File: config.mk
export PLATFORM = sky130hd
export DESIGN_NAME = uart_tx
export DESIGN_NICKNAME = d
export VERILOG_FILES = /design/src/logic/loader_pkg.sv /design/src/logic/uart_tx.sv
export VERILOG_INCLUDE_DIRS = /design/src /design/src/logic
export SDC_FILE = /design/constraint.sdc
export NUM_CORES = 1
export LEC_CHECK = 0
export CORE_ASPECT_RATIO = 1.75
export CORE_MARGIN = 10
export CORE_UTILIZATION = 45
export CTS_BUF_LIST = sky130_fd_sc_hd__clkbuf_4
export DETAILED_ROUTE_END_ITERATION = 10
export DONT_BUFFER_PORTS = 1
export SYNTH_ARGS = -nofsm -noshare
export SYNTH_HDL_FRONTEND = slang
export SYNTH_SLANG_ARGS = --single-unit
File: constraint.sdc
create_clock -name clk_100mhz_buf -period 2.35 [get_ports clk_100mhz_buf]
set_input_delay 0.47 -clock clk_100mhz_buf [delete_from_list [all_inputs] [get_ports clk_100mhz_buf]]
set_output_delay 0.47 -clock clk_100mhz_buf [all_outputs]
set_load 0.005 [all_outputs]
File: src/logic/loader_params.svh
`ifndef LOADER_PARAMS_SVH
`define LOADER_PARAMS_SVH

// Program memory size in 64-bit words
`define LOADER_MEM_DEPTH 16384

// Bytes per host record: two address bytes then eight data bytes
`define LOADER_REC_BYTES 10

// Negative acknowledge returned for a record with a framing error
`define LOADER_NAK 8'h15

// Clock cycles per bit at 100 MHz
`define LOADER_DIV_9600   14'd10417
`define LOADER_DIV_19200  14'd5208
`define LOADER_DIV_57600  14'd1736
`define LOADER_DIV_115200 14'd868

`endif

File: src/logic/loader_pkg.sv
`default_nettype none

`include "loader_params.svh"

package loader_pkg;

   typedef logic [7:0]  byte_t;
   typedef logic [13:0] mem_addr_t;
   typedef logic [63:0] mem_word_t;
   typedef logic [1:0]  baud_cfg_t;
   typedef logic [13:0] bit_div_t;

   // Packer: gather bytes, then offer the record downstream
   typedef enum logic {
      COLLECT,
      HOLD
   } pack_state_t;

   // Baud selection as on the board DIP switches
   function automatic bit_div_t baud_divisor(input baud_cfg_t cfg);
      bit_div_t div;
      case (cfg)
         2'b00:   div = `LOADER_DIV_9600;
         2'b01:   div = `LOADER_DIV_19200;
         2'b10:   div = `LOADER_DIV_57600;
         default: div = `LOADER_DIV_115200;
      endcase
      return div;
   endfunction

endpackage

`default_nettype wire

File: src/logic/uart_tx.sv
`timescale 1ns/1ps
`default_nettype none

module uart_tx (
   input  logic                  clk_100mhz_buf,
   input  logic                  rst_n,
   input  loader_pkg::baud_cfg_t br_cfg,
   input  logic                  ack_valid,
   output logic                  ack_ready,
   input  loader_pkg::byte_t     ack_byte,
   output logic                  txd
);
   import loader_pkg::*;

   logic       busy;
   logic [3:0] bit_cnt;
   bit_div_t   div_cnt;
   bit_div_t   bit_div;
   logic [9:0] frame;
   logic       load;

   assign bit_div   = baud_divisor(br_cfg);
   assign ack_ready = ~busy;
   assign load      = ack_valid && ack_ready;

   //////////////////////////////////////////////////////////////////////
   // Frame sequencing, 10 bits of one divisor each
   //////////////////////////////////////////////////////////////////////
   always_ff @(posedge clk_100mhz_buf or negedge rst_n) begin
      if (!rst_n) begin
         busy    <= 1'b0;
         bit_cnt <= '0;
         div_cnt <= '0;
      end else if (load) begin
         busy    <= 1'b1;
         bit_cnt <= '0;
         div_cnt <= bit_div - 1'b1;
      end else if (busy) begin
         if (div_cnt != '0) begin
            div_cnt <= div_cnt - 1'b1;
         end else begin
            div_cnt <= bit_div - 1'b1;
            bit_cnt <= bit_cnt + 1'b1;
            if (bit_cnt == 4'd9) begin
               busy <= 1'b0;
            end
         end
      end
   end

   // Stop, data LSB first, start
   always_ff @(posedge clk_100mhz_buf) begin
      if (load) begin
         frame <= {1'b1, ack_byte, 1'b0};
      end else if (busy && div_cnt == '0) begin
         frame <= {1'b1, frame[9:1]};
      end
   end

   always_ff @(posedge clk_100mhz_buf or negedge rst_n) begin
      if (!rst_n) begin
         txd <= 1'b1;
      end else begin
         txd <= busy ? frame[0] : 1'b1;
      end
   end

endmodule

`default_nettype wire

# [Word-level counts from Yosys, hierarchy flattened]
# Cells that the tools add are included.
[totals] regBits=29 inputBits=13
[op_classes] addsub=3 n_mux=14 n_bitwise=1 eq_ne=4 reduce_logical=8
[op_table] operator="two-way mux 14 bit" count=3
[op_table] operator="one-hot mux 14 bit (3 select lines)" count=1
[op_table] operator="subtractor 14 x 1 -> 14 bit, second input constant" count=2
[op_table] operator="two-way mux 9 bit" count=2
[op_table] operator="logical NOT 14 bit" count=1
[op_table] operator="nonzero test 14 bit" count=1
[op_table] operator="two-way mux 4 bit" count=3
[op_table] operator="two-way mux 1 bit" count=5
[op_table] operator="adder 4 x 1 -> 4 bit, second input constant" count=1
[op_table] operator="== test 4 bit, second input constant" count=1
[op_table] operator="nonzero test 2 bit" count=2
[op_table] operator="== test 2 x 1 -> 1 bit, second input constant" count=1
[op_table] operator="== test 2 bit, second input constant" count=1
[op_table] operator="logical AND 1 bit" count=2
[op_table] operator="logical NOT 2 bit" count=1
[op_table] operator="!= test 2 bit, second input constant" count=1
[op_table] operator="AND reduction 2 bit" count=1
[op_table] operator="inverter 1 bit" count=1

# [Longest topological paths before layout]
[logic_depth] ltp_word=6 ltp_mapped=7 mapped_depth_nobuf=6

# [Worst setup path after synthesis]
# OpenSTA, ideal clock, no wires.
[synth_timing] kind="reg-to-reg" from="register div_cnt[0]" to="register frame[1], enable pin" setup_slack_ns=0.314 stages_incl_launch_ff=8 n_path_buf=1 synth_period_minus_slack_ns=2.036 t_arrival_ns=1.712 setup_time_ns=0.324 required_time_ns=2.026 path_cell_list="dfrtp_1 > inv_1 > ha_1 > nor4b_2 > and4_1 > buf_2 > a21oi_1 > inv_1"
[synth_between] elab_chain_len=3
[synth_lines] element="from (decl)" line="uart_tx.sv:17" text="bit_div_t div_cnt;"
[synth_lines] element="from (signal assigned)" line="uart_tx.sv:37" text="div_cnt <= bit_div - 1'b1;"
[synth_lines] element="from (signal assigned)" line="uart_tx.sv:40" text="div_cnt <= div_cnt - 1'b1;"
[synth_lines] element="from (signal assigned)" line="uart_tx.sv:42" text="div_cnt <= bit_div - 1'b1;"
[synth_lines] element="logical NOT 14 bit" line="uart_tx.sv:55" text="end else if (busy && div_cnt == '0) begin"
[synth_lines] element="logical AND 1 bit" line="uart_tx.sv:55"
[synth_lines] element="nonzero test 2 bit (no source line)"
[synth_lines] element="to (signal assigned)" line="uart_tx.sv:54" text="frame <= {1'b1, ack_byte, 1'b0};"
[synth_lines] element="to (signal assigned)" line="uart_tx.sv:56" text="frame <= {1'b1, frame[9:1]};"
[synth_lines] element="to (decl)" line="uart_tx.sv:19" text="logic [9:0] frame;"
# No other way between the ends.
# A chain may end at the register's enable or synchronous reset.

# [Worst setup path after layout]
[layout_timing] from="register div_cnt[4]" to="register div_cnt[13]"
[layout_between] elab_chain_len=4 word_cells_on_any_way=5
[layout_lines] element="subtractor 14 x 1 -> 14 bit or nonzero test 14 bit (tied branches)" line="uart_tx.sv:40, uart_tx.sv:39"
[layout_lines] element="two-way mux 14 bit (*)" line="uart_tx.sv:39" text="if (div_cnt != '0) begin"
[layout_lines] element="two-way mux 14 bit (*)" line="uart_tx.sv:38" text="end else if (busy) begin"
[layout_lines] element="two-way mux 14 bit (*)" line="uart_tx.sv:34" text="end else if (load) begin"
# Every way passes the cells marked *; elsewhere a longest branch is shown, timed or not. The select of a mux whose other input is x is not followed.

==> reports/metrics.cfg <==
[final_layout]
nets=217
layout_commonest_cell=dfrtp_1
diodes=0
drive_gt1_share_pct=12.31
mostFrequentLayoutCells=dfrtp_1, nor2_1, nand2_1, ha_1
area_growth_pct=6.927

[timing]
fmax_ghz=0.4707
fin_crit_ns=2.125
hold_viol=0
setup_viol=0
rsz0062_at_grt=no
finalClockSkew_ns=0.009310
worst_slew_margin_rel_pct=37.39
finalSetupTns_ns=0
worst_slack_ns=0.2255
fin_crit_sh_pct=90.41
worst_pin_slew_ns=0.9361
drv_slew=0

[synth]
synth_edf_count=8
synthCells=195
synth_warnings=0
ys_ff_latch=29
yosysSeqAreaShare_pct=40.95
async_flop_share_pct=68.97
syn_area_mm2=0.001861
yosysUniqueCellTypes=54
syn-num-nets=218
dominantRegCellSynth=dfrtp_1
syn_area_per_cell_um2=9.541

[power]
power_density_mw_per_mm2=962.3
total_power_mw=1.914
ir_worst_vdd_mv=0.4808
leakagePower_nw=0.8329

[placement]
place.gp.congestion=0.8897
dp_hpwl_um=3365
io_buffers=0
dp_slack_ns=0.2495

[global_routing]
track_usage_pct=13.60
antenna_found_initial=0
grt_pass1_wl_um=7610
grt_pass1_vias=1527
grt_max_degree=21
gr-total-overflow=0

[floorplanning]
coreArea_mm2=0.003941
row_count=30
die_area_mm2=0.007208
fp.dieH_um=105.1
start_util_pct=47.21
pin_count=15
chipWidth_um=68.61

[route]
num_vias=1530
drtPass1Iterations=7
wl_per_cell_um=18.72
ant_nets=0
avgViaCountPerCell=6.296
wl_um=4550
drt_iter0_drc=128
route.detailed.drc=0

[clock_tree]
cts_root_buf=clkbuf_4
cts.path.max_buffers=2
cts_max_level=2
clk_latency_ns=0.33
clock-sinks=29
ctsResizeCount=0
tritoncts=yes
numCtsBuffers=5
clkTransAtPathRegs_ns=0.09

[job]
cap_violations=0

[critical_path]
rrSetupSlack_ns=0.23
worstPathArrival_ns=2.32
r2r_end=div_cnt[13]
critical_path_class=flop to flop
crit_fanout=8
r2r_cells=4
timing.rr.start=div_cnt[4]
cp.required_ns=2.55
startpoint_type=flop
startpoint=div_cnt[4]
crit_end=div_cnt[13]
crit_path_end_kind=flop

[outcome]
status=complete, no violations

[hold_path]
hp-class=input pin to flop

[flip-flops by register name (all words and copies together) (netlist names)]
| name | count |
|---|---|
| div_cnt | 14 |
| frame | 9 |
| bit_cnt | 4 |
| busy | 1 |
| txd | 1 |
[cells in the mapped netlist, types with 3 or more instances]
library cell | count | area [um2]
xor2_1 | 3 | 26.28
o21ai_0 | 9 | 45.04
o21ai_1 | 3 | 15.01
or4_1 | 4 | 30.03
a22o_1 | 9 | 78.83
nand3_1 | 6 | 30.03
buf_2 | 4 | 20.02
nor2b_1 | 3 | 18.77
ha_1 | 10 | 125.1
clkbuf_1 | 11 | 41.29
mux2i_1 | 4 | 40.04
dfrtp_1 | 19 | 475.5
nor2_1 | 17 | 63.81
nor3_1 | 6 | 30.03
edfxtp_1 | 8 | 240.2
a31oi_1 | 3 | 18.77
inv_1 | 8 | 30.03
nand4_1 | 3 | 18.77
a21oi_1 | 7 | 35.03
nand2_1 | 11 | 41.29
mux2_2 | 3 | 33.78
[how the worst min path moves through the flow]
stage,slack (ns),cells past startpoint,end,startpoint
floorplan,0.17,0,bit_cnt[0],rst_n
global placement,0.18,0,div_cnt[6],rst_n
detailed placement,0.18,0,div_cnt[6],rst_n
CTS,0.32,1,frame[8],ack_byte[7]
global route,0.32,1,frame[8],ack_byte[7]
finish,0.33,1,frame[8],ack_byte[7]
[routing by layer]
metal	wire length, um	global-route usage, %
met1	1749	14.97
met2	2483	22.66
met3	198	3.850
met4	118	6.358
met5	0	0
[kinds of logic (layout without fill, tap and decap cells)]
group | after synthesis | count (layout) | synth area share, %
AO/OA/AOI/OAI | 53 | 53 | 20.31
multiplexers | 8 | 8 | 4.573
XOR/XNOR | 4 | 4 | 1.883
adder cells (fa/ha/maj) | 10 | 10 | 6.725
buffers and inverters | 24 | 24 | 5.515
AND/OR/NAND/NOR | 67 | 67 | 20.04
flip-flops | 29 | 29 | 40.96
[metrics by stage]
stage          cells  area, um2  hold WS [ns]  util [%]
2_1_floorplan    195       1861        0.1744         -
5_1_grt          243       1989        0.3176     50.48
3_3_place_gp     234       1901        0.1754     48.22
6_report         243       1989        0.3283     50.48
4_1_cts          243       1989        0.3217     50.48
3_5_place_dp     234       1901        0.1753     48.22
[worst max-delay path, cell delays in order (launching register included)]
cell and delay (ns):
dfrtp_1 0.44, or4_1 0.69, o41a_1 0.45, a311oi_1 0.30, o32ai_1 0.12
[cell type report]
| type | instances | area [um2] |
|---|---|---|
| multi-input cells | 142 | 996.0 |
| clock inverters | 2 | 33.78 |
| repair buffers | 8 | 62.56 |
| flip-flops and latches | 29 | 762.0 |
| clock buffers | 6 | 45.04 |
| fillers | 383 | 1952 |
| inverters | 8 | 30.03 |
| well taps | 48 | 60.06 |
[where the power goes]
group	leakage, nW	total (mW)	internal (mW)	switching (mW)
clock network	0.0433	0.405	0.233	0.172
registers	0.329	0.840	0.655	0.185
logic	0.461	0.669	0.322	0.347
[timing repair]
item | in CTS | in global routing
endpoints found under the hold margin | 20 | 0
buffers inserted | 0 | 0
hold buffers | 1 | 0
(Power assumes the default switching activity.)
