===== src/logic/loader_params.svh =====
`ifndef LOADER_PARAMS_SVH
`define LOADER_PARAMS_SVH

// Program memory size in 64-bit words
`define LOADER_MEM_DEPTH 16384

// Bytes per host record: two address bytes then eight data bytes
`define LOADER_REC_BYTES 10

// Negative acknowledge returned for a record with a framing error
`define LOADER_NAK 8'h15

// Clock cycles per bit at 100 MHz
`define LOADER_DIV_9600   14'd10417
`define LOADER_DIV_19200  14'd5208
`define LOADER_DIV_57600  14'd1736
`define LOADER_DIV_115200 14'd868

`endif


===== src/logic/loader_pkg.sv =====
`default_nettype none

`include "loader_params.svh"

package loader_pkg;

   typedef logic [7:0]  byte_t;
   typedef logic [13:0] mem_addr_t;
   typedef logic [63:0] mem_word_t;
   typedef logic [1:0]  baud_cfg_t;
   typedef logic [13:0] bit_div_t;

   // Packer: gather bytes, then offer the record downstream
   typedef enum logic {
      COLLECT,
      HOLD
   } pack_state_t;

   // Baud selection as on the board DIP switches
   function automatic bit_div_t baud_divisor(input baud_cfg_t cfg);
      bit_div_t div;
      case (cfg)
         2'b00:   div = `LOADER_DIV_9600;
         2'b01:   div = `LOADER_DIV_19200;
         2'b10:   div = `LOADER_DIV_57600;
         default: div = `LOADER_DIV_115200;
      endcase
      return div;
   endfunction

endpackage

`default_nettype wire


===== src/logic/record_if.sv =====
`timescale 1ns/1ps
`default_nettype none

// One assembled record from the packer to the memory writer
interface record_if;
   import loader_pkg::*;

   logic      valid;
   logic      ready;
   mem_addr_t addr;
   mem_word_t data;
   byte_t     check;
   // Some byte of the record had a framing error
   logic      bad;

   modport src (output valid, output addr, output data, output check, output bad,
                input ready);
   modport dst (input valid, input addr, input data, input check, input bad,
                output ready);

endinterface

`default_nettype wire


===== src/logic/mem_writer.sv =====
`timescale 1ns/1ps
`default_nettype none

`include "loader_params.svh"

module mem_writer (
   input  logic                  clk_100mhz_buf,
   input  logic                  rst_n,
   record_if.dst                 in,
   output logic                  wr_en,
   output loader_pkg::mem_addr_t wr_addr,
   output loader_pkg::mem_word_t wr_data,
   output logic                  ack_valid,
   input  logic                  ack_ready,
   output loader_pkg::byte_t     ack_byte
);
   import loader_pkg::*;

   logic xfer;

   // One acknowledge slot; a new record waits until it drains
   assign in.ready = ~ack_valid;
   assign xfer     = in.valid && in.ready;

   // Write port B straight from the record
   assign wr_en   = xfer && !in.bad;
   assign wr_addr = in.addr;
   assign wr_data = in.data;

   always_ff @(posedge clk_100mhz_buf or negedge rst_n) begin
      if (!rst_n) begin
         ack_valid <= 1'b0;
      end else if (xfer) begin
         ack_valid <= 1'b1;
      end else if (ack_ready) begin
         ack_valid <= 1'b0;
      end
   end

   // Checksum back to the host, or NAK when a byte was corrupted
   always_ff @(posedge clk_100mhz_buf) begin
      if (xfer) begin
         ack_byte <= in.bad ? `LOADER_NAK : in.check;
      end
   end

endmodule

`default_nettype wire


===== src/flat_wrapper.sv =====
// flat-port wrapper written by rule: the top's interface ports become plain ports
module mem_writer_flat import loader_pkg::*;
  (clk_100mhz_buf, rst_n, wr_en, wr_addr, wr_data, ack_valid, ack_ready, ack_byte, in_valid, in_addr, in_data, in_check, in_bad, in_ready);
  record_if in_i ();
  input  logic clk_100mhz_buf;
  input  logic rst_n;
  output logic wr_en;
  output loader_pkg::mem_addr_t wr_addr;
  output loader_pkg::mem_word_t wr_data;
  output logic ack_valid;
  input  logic ack_ready;
  output loader_pkg::byte_t ack_byte;
  input wire logic [$bits(in_i.valid)-1:0] in_valid;
  input wire logic [$bits(in_i.addr)-1:0] in_addr;
  input wire logic [$bits(in_i.data)-1:0] in_data;
  input wire logic [$bits(in_i.check)-1:0] in_check;
  input wire logic [$bits(in_i.bad)-1:0] in_bad;
  output wire logic [$bits(in_i.ready)-1:0] in_ready;
  assign in_i.valid = in_valid;
  assign in_i.addr = in_addr;
  assign in_i.data = in_data;
  assign in_i.check = in_check;
  assign in_i.bad = in_bad;
  assign in_ready = in_i.ready;
  mem_writer u_core (.clk_100mhz_buf(clk_100mhz_buf), .rst_n(rst_n), .in(in_i), .wr_en(wr_en), .wr_addr(wr_addr), .wr_data(wr_data), .ack_valid(ack_valid), .ack_ready(ack_ready), .ack_byte(ack_byte));
endmodule

===== config.mk =====
export PLATFORM = sky130hd
export DESIGN_NAME = mem_writer_flat
export DESIGN_NICKNAME = d
export VERILOG_FILES = /design/src/logic/loader_pkg.sv /design/src/logic/record_if.sv /design/src/logic/mem_writer.sv /design/src/flat_wrapper.sv
export VERILOG_INCLUDE_DIRS = /design/src /design/src/logic
export SDC_FILE = /design/constraint.sdc
export NUM_CORES = 1
export LEC_CHECK = 0
export BUFFER_PORTS_ARGS = -buffer_cell sky130_fd_sc_hd__buf_2
export CAP_MARGIN = 5
export CORE_AREA = 2 2 70 72
export CTS_CLUSTER_SIZE = 28
export DETAILED_ROUTE_END_ITERATION = 12
export DIE_AREA = 0 0 72 74
export PLACE_DENSITY = 0.67
export SYNTH_ARGS = -nofsm -noshare
export SYNTH_HDL_FRONTEND = slang
export SYNTH_SLANG_ARGS = --single-unit

===== constraint.sdc =====
create_clock -name clk_100mhz_buf -period 1.1 [get_ports clk_100mhz_buf]
set_input_delay 0.055 -clock clk_100mhz_buf [delete_from_list [all_inputs] [get_ports clk_100mhz_buf]]
set_output_delay 0.055 -clock clk_100mhz_buf [all_outputs]
set_load 0.02 [all_outputs]

# [Word-level counts from Yosys, hierarchy flattened]
# Cells that the tools add are included.
[totals] register_bits=9 latch_bits=0 mem_bits_rw=0 mem_bits_ro=0 wordCells=9 mem_count=0
[classes] addsub=0 mul=0 div_mod_pow=0 magnitude_cmp=0 eq_ne=0 shifts=0 n_mux=2 bitwise=1 n_reduce_logical=4
[ops] op="$logic_and 1x1->1" count=2
[ops] op="$mux 1" count=2
[ops] op="$reduce_bool 2->1" count=1
[ops] op="$logic_not 1->1" count=1
[ops] op="$not 1->1" count=1

# [Depth between registers and ports, before layout]
[depth] ltp_word=3 depth_mapped=2

# [Least setup slack after synthesis]
# Ideal clock, no wire load.
[synth_path] path_kind="register -> register" startpoint="register u_core.ack_valid" endpoint="register u_core.ack_byte[0] (enable)" setup_time_ns=0.324 arrival_ns=0.820 t_required_ns=0.776 slack_ns=-0.044 path_stages_with_launch=3 n_path_buf=0 period_less_slack_ns=1.144 path_cell_list="dfrtp_1 > nand2b_1 > inv_1"
[synth_between] elab_chain_len=2
[synth_rtl] item="start: declaration" line="mem_writer.sv:13" rtl="output logic ack_valid,"
[synth_rtl] item="start signal: assignment" line="mem_writer.sv:32" rtl="ack_valid <= 1'b0;"
[synth_rtl] item="start signal: assignment" line="mem_writer.sv:34" rtl="ack_valid <= 1'b1;"
[synth_rtl] item="start signal: assignment" line="mem_writer.sv:36" rtl="ack_valid <= 1'b0;"
[synth_rtl] item="$not 1->1" line="mem_writer.sv:22" rtl="assign in.ready = ~ack_valid;"
[synth_rtl] item="$logic_and 1x1->1" line="mem_writer.sv:23" rtl="assign xfer = in.valid && in.ready;"
[synth_rtl] item="named net u_core.xfer" line="mem_writer.sv:19" rtl="logic xfer;"
[synth_rtl] item="end signal: assignment" line="mem_writer.sv:43" rtl="ack_byte <= in.bad ? `LOADER_NAK : in.check;"
[synth_rtl] item="end: declaration" line="mem_writer.sv:15" rtl="output loader_pkg::byte_t ack_byte"
# The timed path passes the listed nets, and every way through them passes these cells.
# A chain may end at the register's enable or synchronous reset.

# [Worst setup path after layout]
[layout_path] startpoint="register u_core.ack_valid" endpoint="output port wr_en"
[layout_between] elab_chain_len=3
[layout_rtl] item="$not 1->1" line="mem_writer.sv:22"
[layout_rtl] item="$logic_and 1x1->1" line="mem_writer.sv:23"
[layout_rtl] item="$logic_and 1x1->1" line="mem_writer.sv:26" rtl="assign wr_en = xfer && !in.bad;"
[layout_rtl] item="end: declaration" line="flat_wrapper.sv:7" rtl="output logic wr_en;"
# No other way between the ends.

==> reports/results.ini <==
[logic_synthesis]
avgSynthCellArea_um2 = 9.23
yosys.area.top_type = buf_4
ys_types = 9
ys_warn_count = 0
syn_inst = 100
synth_top_area_share_pct = 63.4
synth_area_leaders = buf_4 63%, edfxtp_1 26%, nor2b_1 3.4%, dfrtp_1 2.7%, or2_1 2.0%
synth-seq-cells = 9
syn_nets = 191
ys_seq_area_share_pct = 28.7
synthesis.area_um2 = 923

[critical_path]
worst-setup-path-type = register to primary output
crit_fanout = 3
end_kind = primary output
reg2reg_depth = 2
r2r_end = u_core.ack_byte[7]
cp_top_family = flip-flops
crit_slowest_cell = dfrtp_1
timing.rr.start = u_core.ack_valid
crit_buf_inv = 1
crit_required_ns = 1.04
crit_arrival_ns = 0.98
crit_path_start_kind = register
path_cells = nand2b_4 -> nor2_1 -> buf_4
cp_num_cells = 3
cpPeakStageDelay_ns = 0.38
r2r_slack_ns = 0.12

[cells_and_area]
antenna_cells = 0
area_growth_pct = -36.6
final_common_cell = buf_2
drive_above_1_share_pct = 56.0
final_nets = 142
final_cell_mix = 22 x buf_2, 8 x edfxtp_1, 5 x nor2b_1
fin_util_pct = 12.7

[pwr]
power.switching_uw = 202
worst_ir_drop_vdd_mv = 0.231
switching_share_pct = 22.0
power.density_mw_per_mm2 = 1560
internal-power_uw = 715
p_comb_share_pct = 15.5
seqPwrFrac_pct = 45.3
clkPwrFrac_pct = 39.3
p_leak_nw = 0.243

[floorplanning]
rows = 25
coreArea_mm2 = 0.00460
die_w_um = 72
die-height_um = 74
start_util_pct = 20.1
ioPinCount = 180
dieArea_mm2 = 0.00533

[placement]
port_buffers = 23
gp_congestion = 0.694
dp_hpwl_um = 1960

[timing]
maxSlewHeadroom_pct = 89.2
timing.final.crit_share_pct = 94.2
rsz0062_at_grt = false
setup_viol = 0
min_period_ns = 1.04
fmax_mhz = 965
fin_tns_setup_ns = 0
skew_ns = 0.00145
hold_viol = 0
report.final.slew_viol_count = 0
worst-slew-pin-transition_ns = 0.162

[drt]
routedWlPerCell_um = 21.2
vias = 378
drtIter0Drc = 5
dr.pass1.iters = 2
ant_nets = 0
via_per_inst = 3.63
routed_wl_um = 2200
drc = 0

[clock_network]
cts.sinks = 9
ctsRootBufferMaster = clkbuf_8
clockBufferDepth = 2
clk_pin_slew_ns = 0.04
cts_tree = done
ctsHtreeMaxLevel = 1
cts_buffers = 3
clock_latency_ns = 0.22
post_cts_buffers = 0

[global_routing]
grt_pass1_wl_um = 2780
grtUsageTotal_pct = 7.70
grt_max_degree = 10
antenna_found_initial = 0
globalRoute.totalOverflow = 0
grt_pass1_vias = 409

[worst_hold_path]
hold_path_class = primary input to register
hold_depth = 2
holdCritStartpoint = ack_ready
whs_endpoint = u_core.ack_valid

[run]
drv_cap = 0

[outcome]
outcome = finished, final reports clean

[cells by family (layout without fill, tap and decap cells)]
group / Yosys count / in the layout / share of synthesized area (%)
buffers and inverters: 80 / 30 / 64.2
DFF: 9 / 9 / 28.7
and+or+nand+nor: 10 / 10 / 6.50
AOI/OAI and AO/OA: 1 / 1 / 0.541
[registers in the layout, summed over array words and instances (netlist names)]
| signal | count |
|---|---|
| u_core.ack_byte | 8 |
| u_core.ack_valid | 1 |
[what timing repair did]
item                                    4_1_cts  5_1_grt
endpoints found under the hold margin         1        0
endpoints found under the setup margin        0        1
resized for setup                             0        2
hold buffers                                  1        0
[layer usage]
metal | share of wire [%] | GRT usage [%]
met1 | 11 | 2.23
met2 | 41 | 10.4
met3 | 38 | 13.3
met4 | 9.1 | 9.22
met5 | 0 | 0
[cells in the mapped netlist (all sizes together)]
master / n
edfxtp: 8
inv: 2
buf: 78
nor2b: 5
o21ai: 1
or2: 3
nor2: 1
dfrtp: 1
nand2b: 1
[power by group through the flow]
stage | clock network (mW) | registers [mW] | logic [mW]
global placement | 0 | 0.418 | 0.132
global route | 0.406 | 0.416 | 0.155
finish | 0.360 | 0.415 | 0.142
CTS | 0.370 | 0.414 | 0.137
floorplan | 0 | 0.454 | 0.454
detailed placement | 0 | 0.420 | 0.134
[final cells by class]
type / instances / area (um^2)
Inverter: 2 / 7.51
Fill cell: 509 / 4010
Timing Repair Buffer: 24 / 128
Clock buffer: 4 / 45.0
Tap cell: 54 / 67.6
Sequential cell: 9 / 265
Multi-Input combinational cell: 11 / 72.6
[worst max-delay path by stage]
stage / from / to / slack, ns
after floorplan: u_core.ack_valid / u_core.ack_byte[0] / 0.03
after global placement: u_core.ack_valid / u_core.ack_byte[1] / 0.10
after detailed placement: u_core.ack_valid / u_core.ack_byte[7] / 0.08
after CTS: u_core.ack_valid / wr_en / 0.008
after global routing: u_core.ack_valid / wr_en / 0.03
final: u_core.ack_valid / wr_en / 0.06
[per-stage QoR]
| step | hold slack [ns] | cell area (um^2) | power [mW] | instances | setup slack, ns |
|---|---|---|---|---|---|
| finish | 0.0175 | 586 | 0.916 | 104 | 0.0639 |
| global route | 0.0260 | 586 | 0.976 | 104 | 0.0297 |
| CTS | 0.0212 | 576 | 0.922 | 104 | 0.00837 |
| detailed placement | -0.168 | 520 | 0.554 | 99 | 0.0790 |
| global placement | -0.169 | 520 | 0.550 | 99 | 0.101 |
| floorplan | -0.241 | 923 | 0.907 | 100 | 0.0262 |
Note: power is estimated with default switching activity, not from simulation.
