===== config.mk =====
export PLATFORM = sky130hd
export DESIGN_NAME = record_packer_flat
export DESIGN_NICKNAME = d
export VERILOG_FILES = /design/src/logic/loader_pkg.sv /design/src/logic/byte_stream_if.sv /design/src/logic/record_if.sv /design/src/logic/record_packer.sv /design/src/flat_wrapper.sv
export VERILOG_INCLUDE_DIRS = /design/src /design/src/logic
export SDC_FILE = /design/constraint.sdc
export NUM_CORES = 1
export LEC_CHECK = 0
export BUFFER_PORTS_ARGS = -buffer_cell sky130_fd_sc_hd__buf_2
export CORE_ASPECT_RATIO = 1.1
export CORE_MARGIN = 2
export CORE_UTILIZATION = 35
export DETAILED_ROUTE_END_ITERATION = 10
export GPL_TIMING_DRIVEN = 1
export PLACE_DENSITY = 0.66
export RECOVER_POWER = 100
export SYNTH_ARGS = -nofsm -noshare
export SYNTH_HDL_FRONTEND = slang
export SYNTH_SLANG_ARGS = --single-unit

===== constraint.sdc =====
create_clock -name clk_100mhz_buf -period 10.7 [get_ports clk_100mhz_buf]
set_input_delay 1.07 -clock clk_100mhz_buf [delete_from_list [all_inputs] [get_ports clk_100mhz_buf]]
set_output_delay 1.07 -clock clk_100mhz_buf [all_outputs]
set_load 0.01 [all_outputs]

===== src/logic/loader_params.svh =====
`ifndef LOADER_PARAMS_SVH
`define LOADER_PARAMS_SVH

// Program memory size in 64-bit words
`define LOADER_MEM_DEPTH 16384

// Bytes per host record: two address bytes then eight data bytes
`define LOADER_REC_BYTES 10

// Negative acknowledge returned for a record with a framing error
`define LOADER_NAK 8'h15

// Clock cycles per bit at 100 MHz
`define LOADER_DIV_9600   14'd10417
`define LOADER_DIV_19200  14'd5208
`define LOADER_DIV_57600  14'd1736
`define LOADER_DIV_115200 14'd868

`endif


===== src/logic/loader_pkg.sv =====
`default_nettype none

`include "loader_params.svh"

package loader_pkg;

   typedef logic [7:0]  byte_t;
   typedef logic [13:0] mem_addr_t;
   typedef logic [63:0] mem_word_t;
   typedef logic [1:0]  baud_cfg_t;
   typedef logic [13:0] bit_div_t;

   // Packer: gather bytes, then offer the record downstream
   typedef enum logic {
      COLLECT,
      HOLD
   } pack_state_t;

   // Baud selection as on the board DIP switches
   function automatic bit_div_t baud_divisor(input baud_cfg_t cfg);
      bit_div_t div;
      case (cfg)
         2'b00:   div = `LOADER_DIV_9600;
         2'b01:   div = `LOADER_DIV_19200;
         2'b10:   div = `LOADER_DIV_57600;
         default: div = `LOADER_DIV_115200;
      endcase
      return div;
   endfunction

endpackage

`default_nettype wire


===== src/logic/byte_stream_if.sv =====
`timescale 1ns/1ps
`default_nettype none

// One received byte from the UART to the record packer
interface byte_stream_if;
   import loader_pkg::*;

   logic  valid;
   logic  ready;
   byte_t data;
   logic  frame_err;

   modport src (output valid, output data, output frame_err, input ready);
   modport dst (input valid, input data, input frame_err, output ready);

endinterface

`default_nettype wire


===== src/logic/record_if.sv =====
`timescale 1ns/1ps
`default_nettype none

// One assembled record from the packer to the memory writer
interface record_if;
   import loader_pkg::*;

   logic      valid;
   logic      ready;
   mem_addr_t addr;
   mem_word_t data;
   byte_t     check;
   // Some byte of the record had a framing error
   logic      bad;

   modport src (output valid, output addr, output data, output check, output bad,
                input ready);
   modport dst (input valid, input addr, input data, input check, input bad,
                output ready);

endinterface

`default_nettype wire


===== src/logic/record_packer.sv =====
`timescale 1ns/1ps
`default_nettype none

`include "loader_params.svh"

module record_packer (
   input  logic        clk_100mhz_buf,
   input  logic        rst_n,
   byte_stream_if.dst  in,
   record_if.src       out
);
   import loader_pkg::*;

   pack_state_t state;
   logic [3:0]  byte_cnt;
   mem_addr_t   addr_q;
   mem_word_t   data_q;
   byte_t       check_q;
   logic        bad_q;
   logic        take;

   assign in.ready = (state == COLLECT);
   assign take     = in.valid && in.ready;

   assign out.valid = (state == HOLD);
   assign out.addr  = addr_q;
   assign out.data  = data_q;
   assign out.check = check_q;
   assign out.bad   = bad_q;

   always_ff @(posedge clk_100mhz_buf or negedge rst_n) begin
      if (!rst_n) begin
         state    <= COLLECT;
         byte_cnt <= '0;
         check_q  <= '0;
         bad_q    <= 1'b0;
      end else if (state == HOLD) begin
         if (out.ready) begin
            state   <= COLLECT;
            check_q <= '0;
            bad_q   <= 1'b0;
         end
      end else if (take) begin
         check_q <= check_q ^ in.data;
         bad_q   <= bad_q | in.frame_err;
         if (byte_cnt == 4'(`LOADER_REC_BYTES - 1)) begin
            byte_cnt <= '0;
            state    <= HOLD;
         end else begin
            byte_cnt <= byte_cnt + 1'b1;
         end
      end
   end

   // Bytes 0..1 build the address, only the low 14 bits survive
   always_ff @(posedge clk_100mhz_buf) begin
      if (take) begin
         if (byte_cnt < 4'd2) begin
            addr_q <= {addr_q[5:0], in.data};
         end else begin
            data_q <= {data_q[55:0], in.data};
         end
      end
   end

endmodule

`default_nettype wire


===== src/flat_wrapper.sv =====
// flat-port wrapper written by rule: the top's interface ports become plain ports
module record_packer_flat import loader_pkg::*;
  (clk_100mhz_buf, rst_n, in_valid, in_data, in_frame_err, in_ready, out_valid, out_addr, out_data, out_check, out_bad, out_ready);
  byte_stream_if in_i ();
  record_if out_i ();
  input  logic clk_100mhz_buf;
  input  logic rst_n;
  input wire logic [$bits(in_i.valid)-1:0] in_valid;
  input wire logic [$bits(in_i.data)-1:0] in_data;
  input wire logic [$bits(in_i.frame_err)-1:0] in_frame_err;
  output wire logic [$bits(in_i.ready)-1:0] in_ready;
  output wire logic [$bits(out_i.valid)-1:0] out_valid;
  output wire logic [$bits(out_i.addr)-1:0] out_addr;
  output wire logic [$bits(out_i.data)-1:0] out_data;
  output wire logic [$bits(out_i.check)-1:0] out_check;
  output wire logic [$bits(out_i.bad)-1:0] out_bad;
  input wire logic [$bits(out_i.ready)-1:0] out_ready;
  assign in_i.valid = in_valid;
  assign in_i.data = in_data;
  assign in_i.frame_err = in_frame_err;
  assign in_ready = in_i.ready;
  assign out_valid = out_i.valid;
  assign out_addr = out_i.addr;
  assign out_data = out_i.data;
  assign out_check = out_i.check;
  assign out_bad = out_i.bad;
  assign out_i.ready = out_ready;
  record_packer u_core (.clk_100mhz_buf(clk_100mhz_buf), .rst_n(rst_n), .in(in_i), .out(out_i));
endmodule

* Word level (Yosys, flattened, before mapping) *
Cells that the tools add are included.

operators by class
  $add $sub $neg = 1
  order comparisons = 1
  eq/ne operators = 2
  mux-type cells = 11
  bitwise gates (word level) = 4
  reduce and logical (&&, ||, !) cells = 6

operators with widths
  operator                                                                      count
  8-bit 2-to-1 mux                                                              3
  2-bit AND reduction                                                           4
  8-bit XOR                                                                     1
  1-bit 2-to-1 mux                                                              7
  4-bit by 1-bit adder with 4-bit output, second input constant                 1
  4-bit equality test, second input constant                                    1
  4-bit by 2-bit less-than comparator with 1-bit output, second input constant  1
  4-bit 2-to-1 mux                                                              1
  2-bit != test, second input constant                                          1
  1-bit inverter                                                                2
  2-bit nonzero test                                                            1
  1-bit logical AND                                                             1
  1-bit bitwise OR                                                              1

storage, ports and cells
  bits in registers = 92
  output and inout bits = 89

* Longest topological paths before layout *
  depth in word-level cells = 4
  mapped depth = 4

* Least setup slack after synthesis *
OpenSTA, ideal clock, no wires.

  path type = input port to flip-flop
  start point = in in_valid
  end point = reg u_core.data_q[0], in the netlist u_core.out.data[0] (enable)
  library setup time = 494 ps
  arrival time = 4109 ps
  path slack = 6097 ps
  cell stages on the path = 2
  cell sequence = nor2b_4 -> nor2b_1

on the way
  word-level cells in the longest chain between the ends = 2

ends and longest elaborated chain
  element                        RTL line             source
  start: declaration             flat_wrapper.sv:8    input wire logic [$bits(in_i.valid)-1:0] in_valid;
  1-bit logical AND              record_packer.sv:23  assign take = in.valid && in.ready;
  2-bit AND reduction (no line)  -
  end signal: assignment         record_packer.sv:61  data_q <= {data_q[55:0], in.data};
  end: declaration               record_packer.sv:17  mem_word_t data_q;

Every way passes these cells.
A chain may end at the register's enable or synchronous reset.

* Worst setup path after layout *
  start point = in in_valid
  end point = reg u_core.data_q[38], in the netlist u_core.out.data[38] (enable)

Same word-level chain as after synthesis.

==> key figures <==
Pwr
  • Power density cells: 276 nW/µm²
  • Worst vdd ir: 141 µV
  • Static leakage: 1.28 nW
  • Total power: 1.04 mW

Yosys
  • Post-synthesis cell count: 150
  • Syn_nets: 163
  • Distinct cells, synth: 25
  • Syn Area/Cell: 20.4 µm²
  • Seq/Total Area, Yosys: 0.878
  • Cell Area, Synth: 3070 µm²
  • FF+latch count, synth: 92
  • Synth warnings: 0

Timing
  • Worst-margin pin slew: 3.30 ns
  • Setup violations, final: 0
  • Hold WS: 0.445 ns
  • Max Slew Vio Count: 65
  • Fin crit period: 4.54 ns
  • Rel. slew slack: -1.20
  • Worst Skew: 0.0102 ns
  • Fin worst setup slack: 6.16 ns
  • Fin. Hold Viols: 0
  • Final period util: 0.424
  • Fmax: 220 MHz
  • Setup TNS: 0 ns
  • RSZ-0062 raised after global routing: false

Global route
  • Met2 Use GR: 0.165
  • GRT Max-Usage Layer: met2
  • Met3 usage: 0.0715
  • First-pass GRT wire length: 8.38 mm
  • Gr ovfl total: 0
  • Global-route met1 utilization: 0.151
  • Vias in the first global route: 1584
  • Initial antenna violation count: 0
  • Largest net degree at the start of global routing: 65
  • Total GRT Usage: 0.120

Detailed routing
  • DR iter-0 viols: 71
  • DR vias: 1666
  • DRT Pass-1 Iters: 4
  • Routed WL per cell: 14.6 µm
  • Antenna Nets Post-Route: 0
  • Routed WL: 5.47 mm
  • DRC: 0
  • Vias per cell: 4.44

CTS
  • Clock buffer depth: 2
  • CTS tree: yes
  • Post-CTS sizing: 0
  • Htree depth: 3
  • Post-CTS Hold Fix Bufs: 0
  • Clock latency at the later pin of the worst-skew pair: 0.35 ns
  • CTS Sinks: 92
  • CTS buffer count: 9
  • Root buf cell: clkbuf_8
  • Clock slew at reported path FFs: 0.09 ns
  • # Post-CTS Setup Buffers: 0

Worst setup path
  • Worst Path Max Fanout: 64
  • Critical Path Start Type: primary input
  • Critical Path AT: 4.42 ns
  • Crit end category: flip-flop
  • CP required: 10.58 ns
  • Worst Setup Path Type: primary input to flip-flop

Cells and area
  • Filler cell count: 825
  • Most common cell after layout, fill and taps aside: clkbuf_1
  • Commonest cells after routing, fill and taps aside: clkbuf_1, edfxtp_1, nand2_1, dfrtp_1
  • P&R area growth vs syn: 22.4%
  • Multi-input gate area: 325 µm²
  • Share of layout cells above drive strength 1: 0.0795
  • Diodes inserted: 0
  • Fin nets: 272
  • FF+latch area: 2690 µm²

Floorplan
  • Die area: 9520 µm²
  • # IOs: 102
  • Num rows: 35
  • Die H: 102 µm
  • Die Wd: 93.2 µm
  • Core area: 8450 µm²
  • Starting Density: 0.363

Placed design
  • Placer congestion estimate: 0.696
  • Pre-CTS WS: 7.94 ns
  • DP HPWL: 3.76 mm
  • Buffers on Ports: 101

Worst hold path
  • Hold crit path type: flip-flop to flip-flop

Outcome
  • Status: complete, but fails checks
  • Failing checks: capacitance limit, slew limit

Run
  • Max Cap Viol: 1
-- metrics by stage --
step	std cells	cell area, µm²	utilization
floorplan	150	3070	-
global placement	359	3700	0.437
detailed placement	359	3700	0.437
CTS	375	3890	0.461
global route	375	3750	0.444
finish	375	3750	0.444
-- power by group --
part	leakage (nW)	switching (mW)	internal, mW
Clock	0.100	0.119	0.109
Combinational	0.271	0.139	0.0689
Sequential	0.906	0.0668	0.534
Total	1.28	0.325	0.712
-- synthesized netlist by cell type --
master / n / area [µm²]
a21oi_1: 2 / 10.0
a22o_1: 1 / 8.76
a41o_1: 1 / 10.0
and2_1: 1 / 6.26
buf_2: 1 / 5.00
buf_4: 1 / 7.51
buf_6: 1 / 11.3
clkbuf_1: 1 / 3.75
dfrtp_1: 14 / 350
edfxtp_1: 78 / 2340
inv_1: 3 / 11.3
mux2_2: 1 / 11.3
mux2i_1: 1 / 10.0
nand2_1: 17 / 63.8
nand3_1: 1 / 5.00
nand4b_4: 1 / 23.8
nor2_1: 1 / 3.75
nor2b_1: 2 / 12.5
nor2b_4: 1 / 13.8
nor3_1: 1 / 5.00
o21ai_0: 1 / 5.00
o22ai_1: 8 / 50.1
or2b_1: 1 / 7.51
xnor2_1: 1 / 8.76
xor2_1: 9 / 78.8
-- sequential cells by signal (all words and copies together) (netlist names) --
| name | count |
|---|---|
| u_core.out.valid | 1 |
| u_core.out.data | 64 |
| u_core.out.check | 8 |
| u_core.out.bad | 1 |
| u_core.out.addr | 14 |
| u_core.byte_cnt | 4 |
-- critical path: stages --
cell and delay [ns]:
clkbuf_1 0.36, nor2b_1 0.42, nor2b_4 0.21, clkbuf_1 2.31
-- per-layer routing --
| layer | part of all wire | vias to the layer above |
|---|---|---|
| met5 | 0 | - |
| met4 | 0.0064 | 0 |
| met3 | 0.12 | 4 |
| met2 | 0.44 | 88 |
| met1 | 0.43 | 799 |
| li1 | - | 775 |
-- layout make-up --
type / count / share of cell area
repair buffers: 102 / 0.103
clock buffers: 9 / 0.0330
multi-input cells: 51 / 0.0867
well taps: 111 / 0.0370
clock inverters: 7 / 0.0197
inverters: 3 / 0.00300
flip-flops and latches: 92 / 0.718
-- path summary, 6_finish.rpt --
check / startpoint / slack [ns] / cells after the start / end
min in group asynchronous: rst_n / 0.78 / 1 / u_core.out.bad
hold reg to reg: u_core.out.data[23] / 0.44 / 0 / u_core.out.data[31]
setup / recovery: in_valid / 6.16 / 4 / u_core.out.data[38]
setup reg to reg: u_core.out.valid / 6.63 / 3 / u_core.out.data[38]
hold / removal: u_core.out.data[23] / 0.44 / 0 / u_core.out.data[31]
max in group asynchronous: rst_n / 9.42 / 1 / u_core.byte_cnt[1]
-- cell families after synthesis --
family	count (synthesis)	synth area share
compound gates	13	0.0273
simple gates	26	0.0461
flops	92	0.878
buf+inv	7	0.0127
xor+xnor	10	0.0286
mux	2	0.00694
No activity file was read; power rests on OpenSTA's default activity.
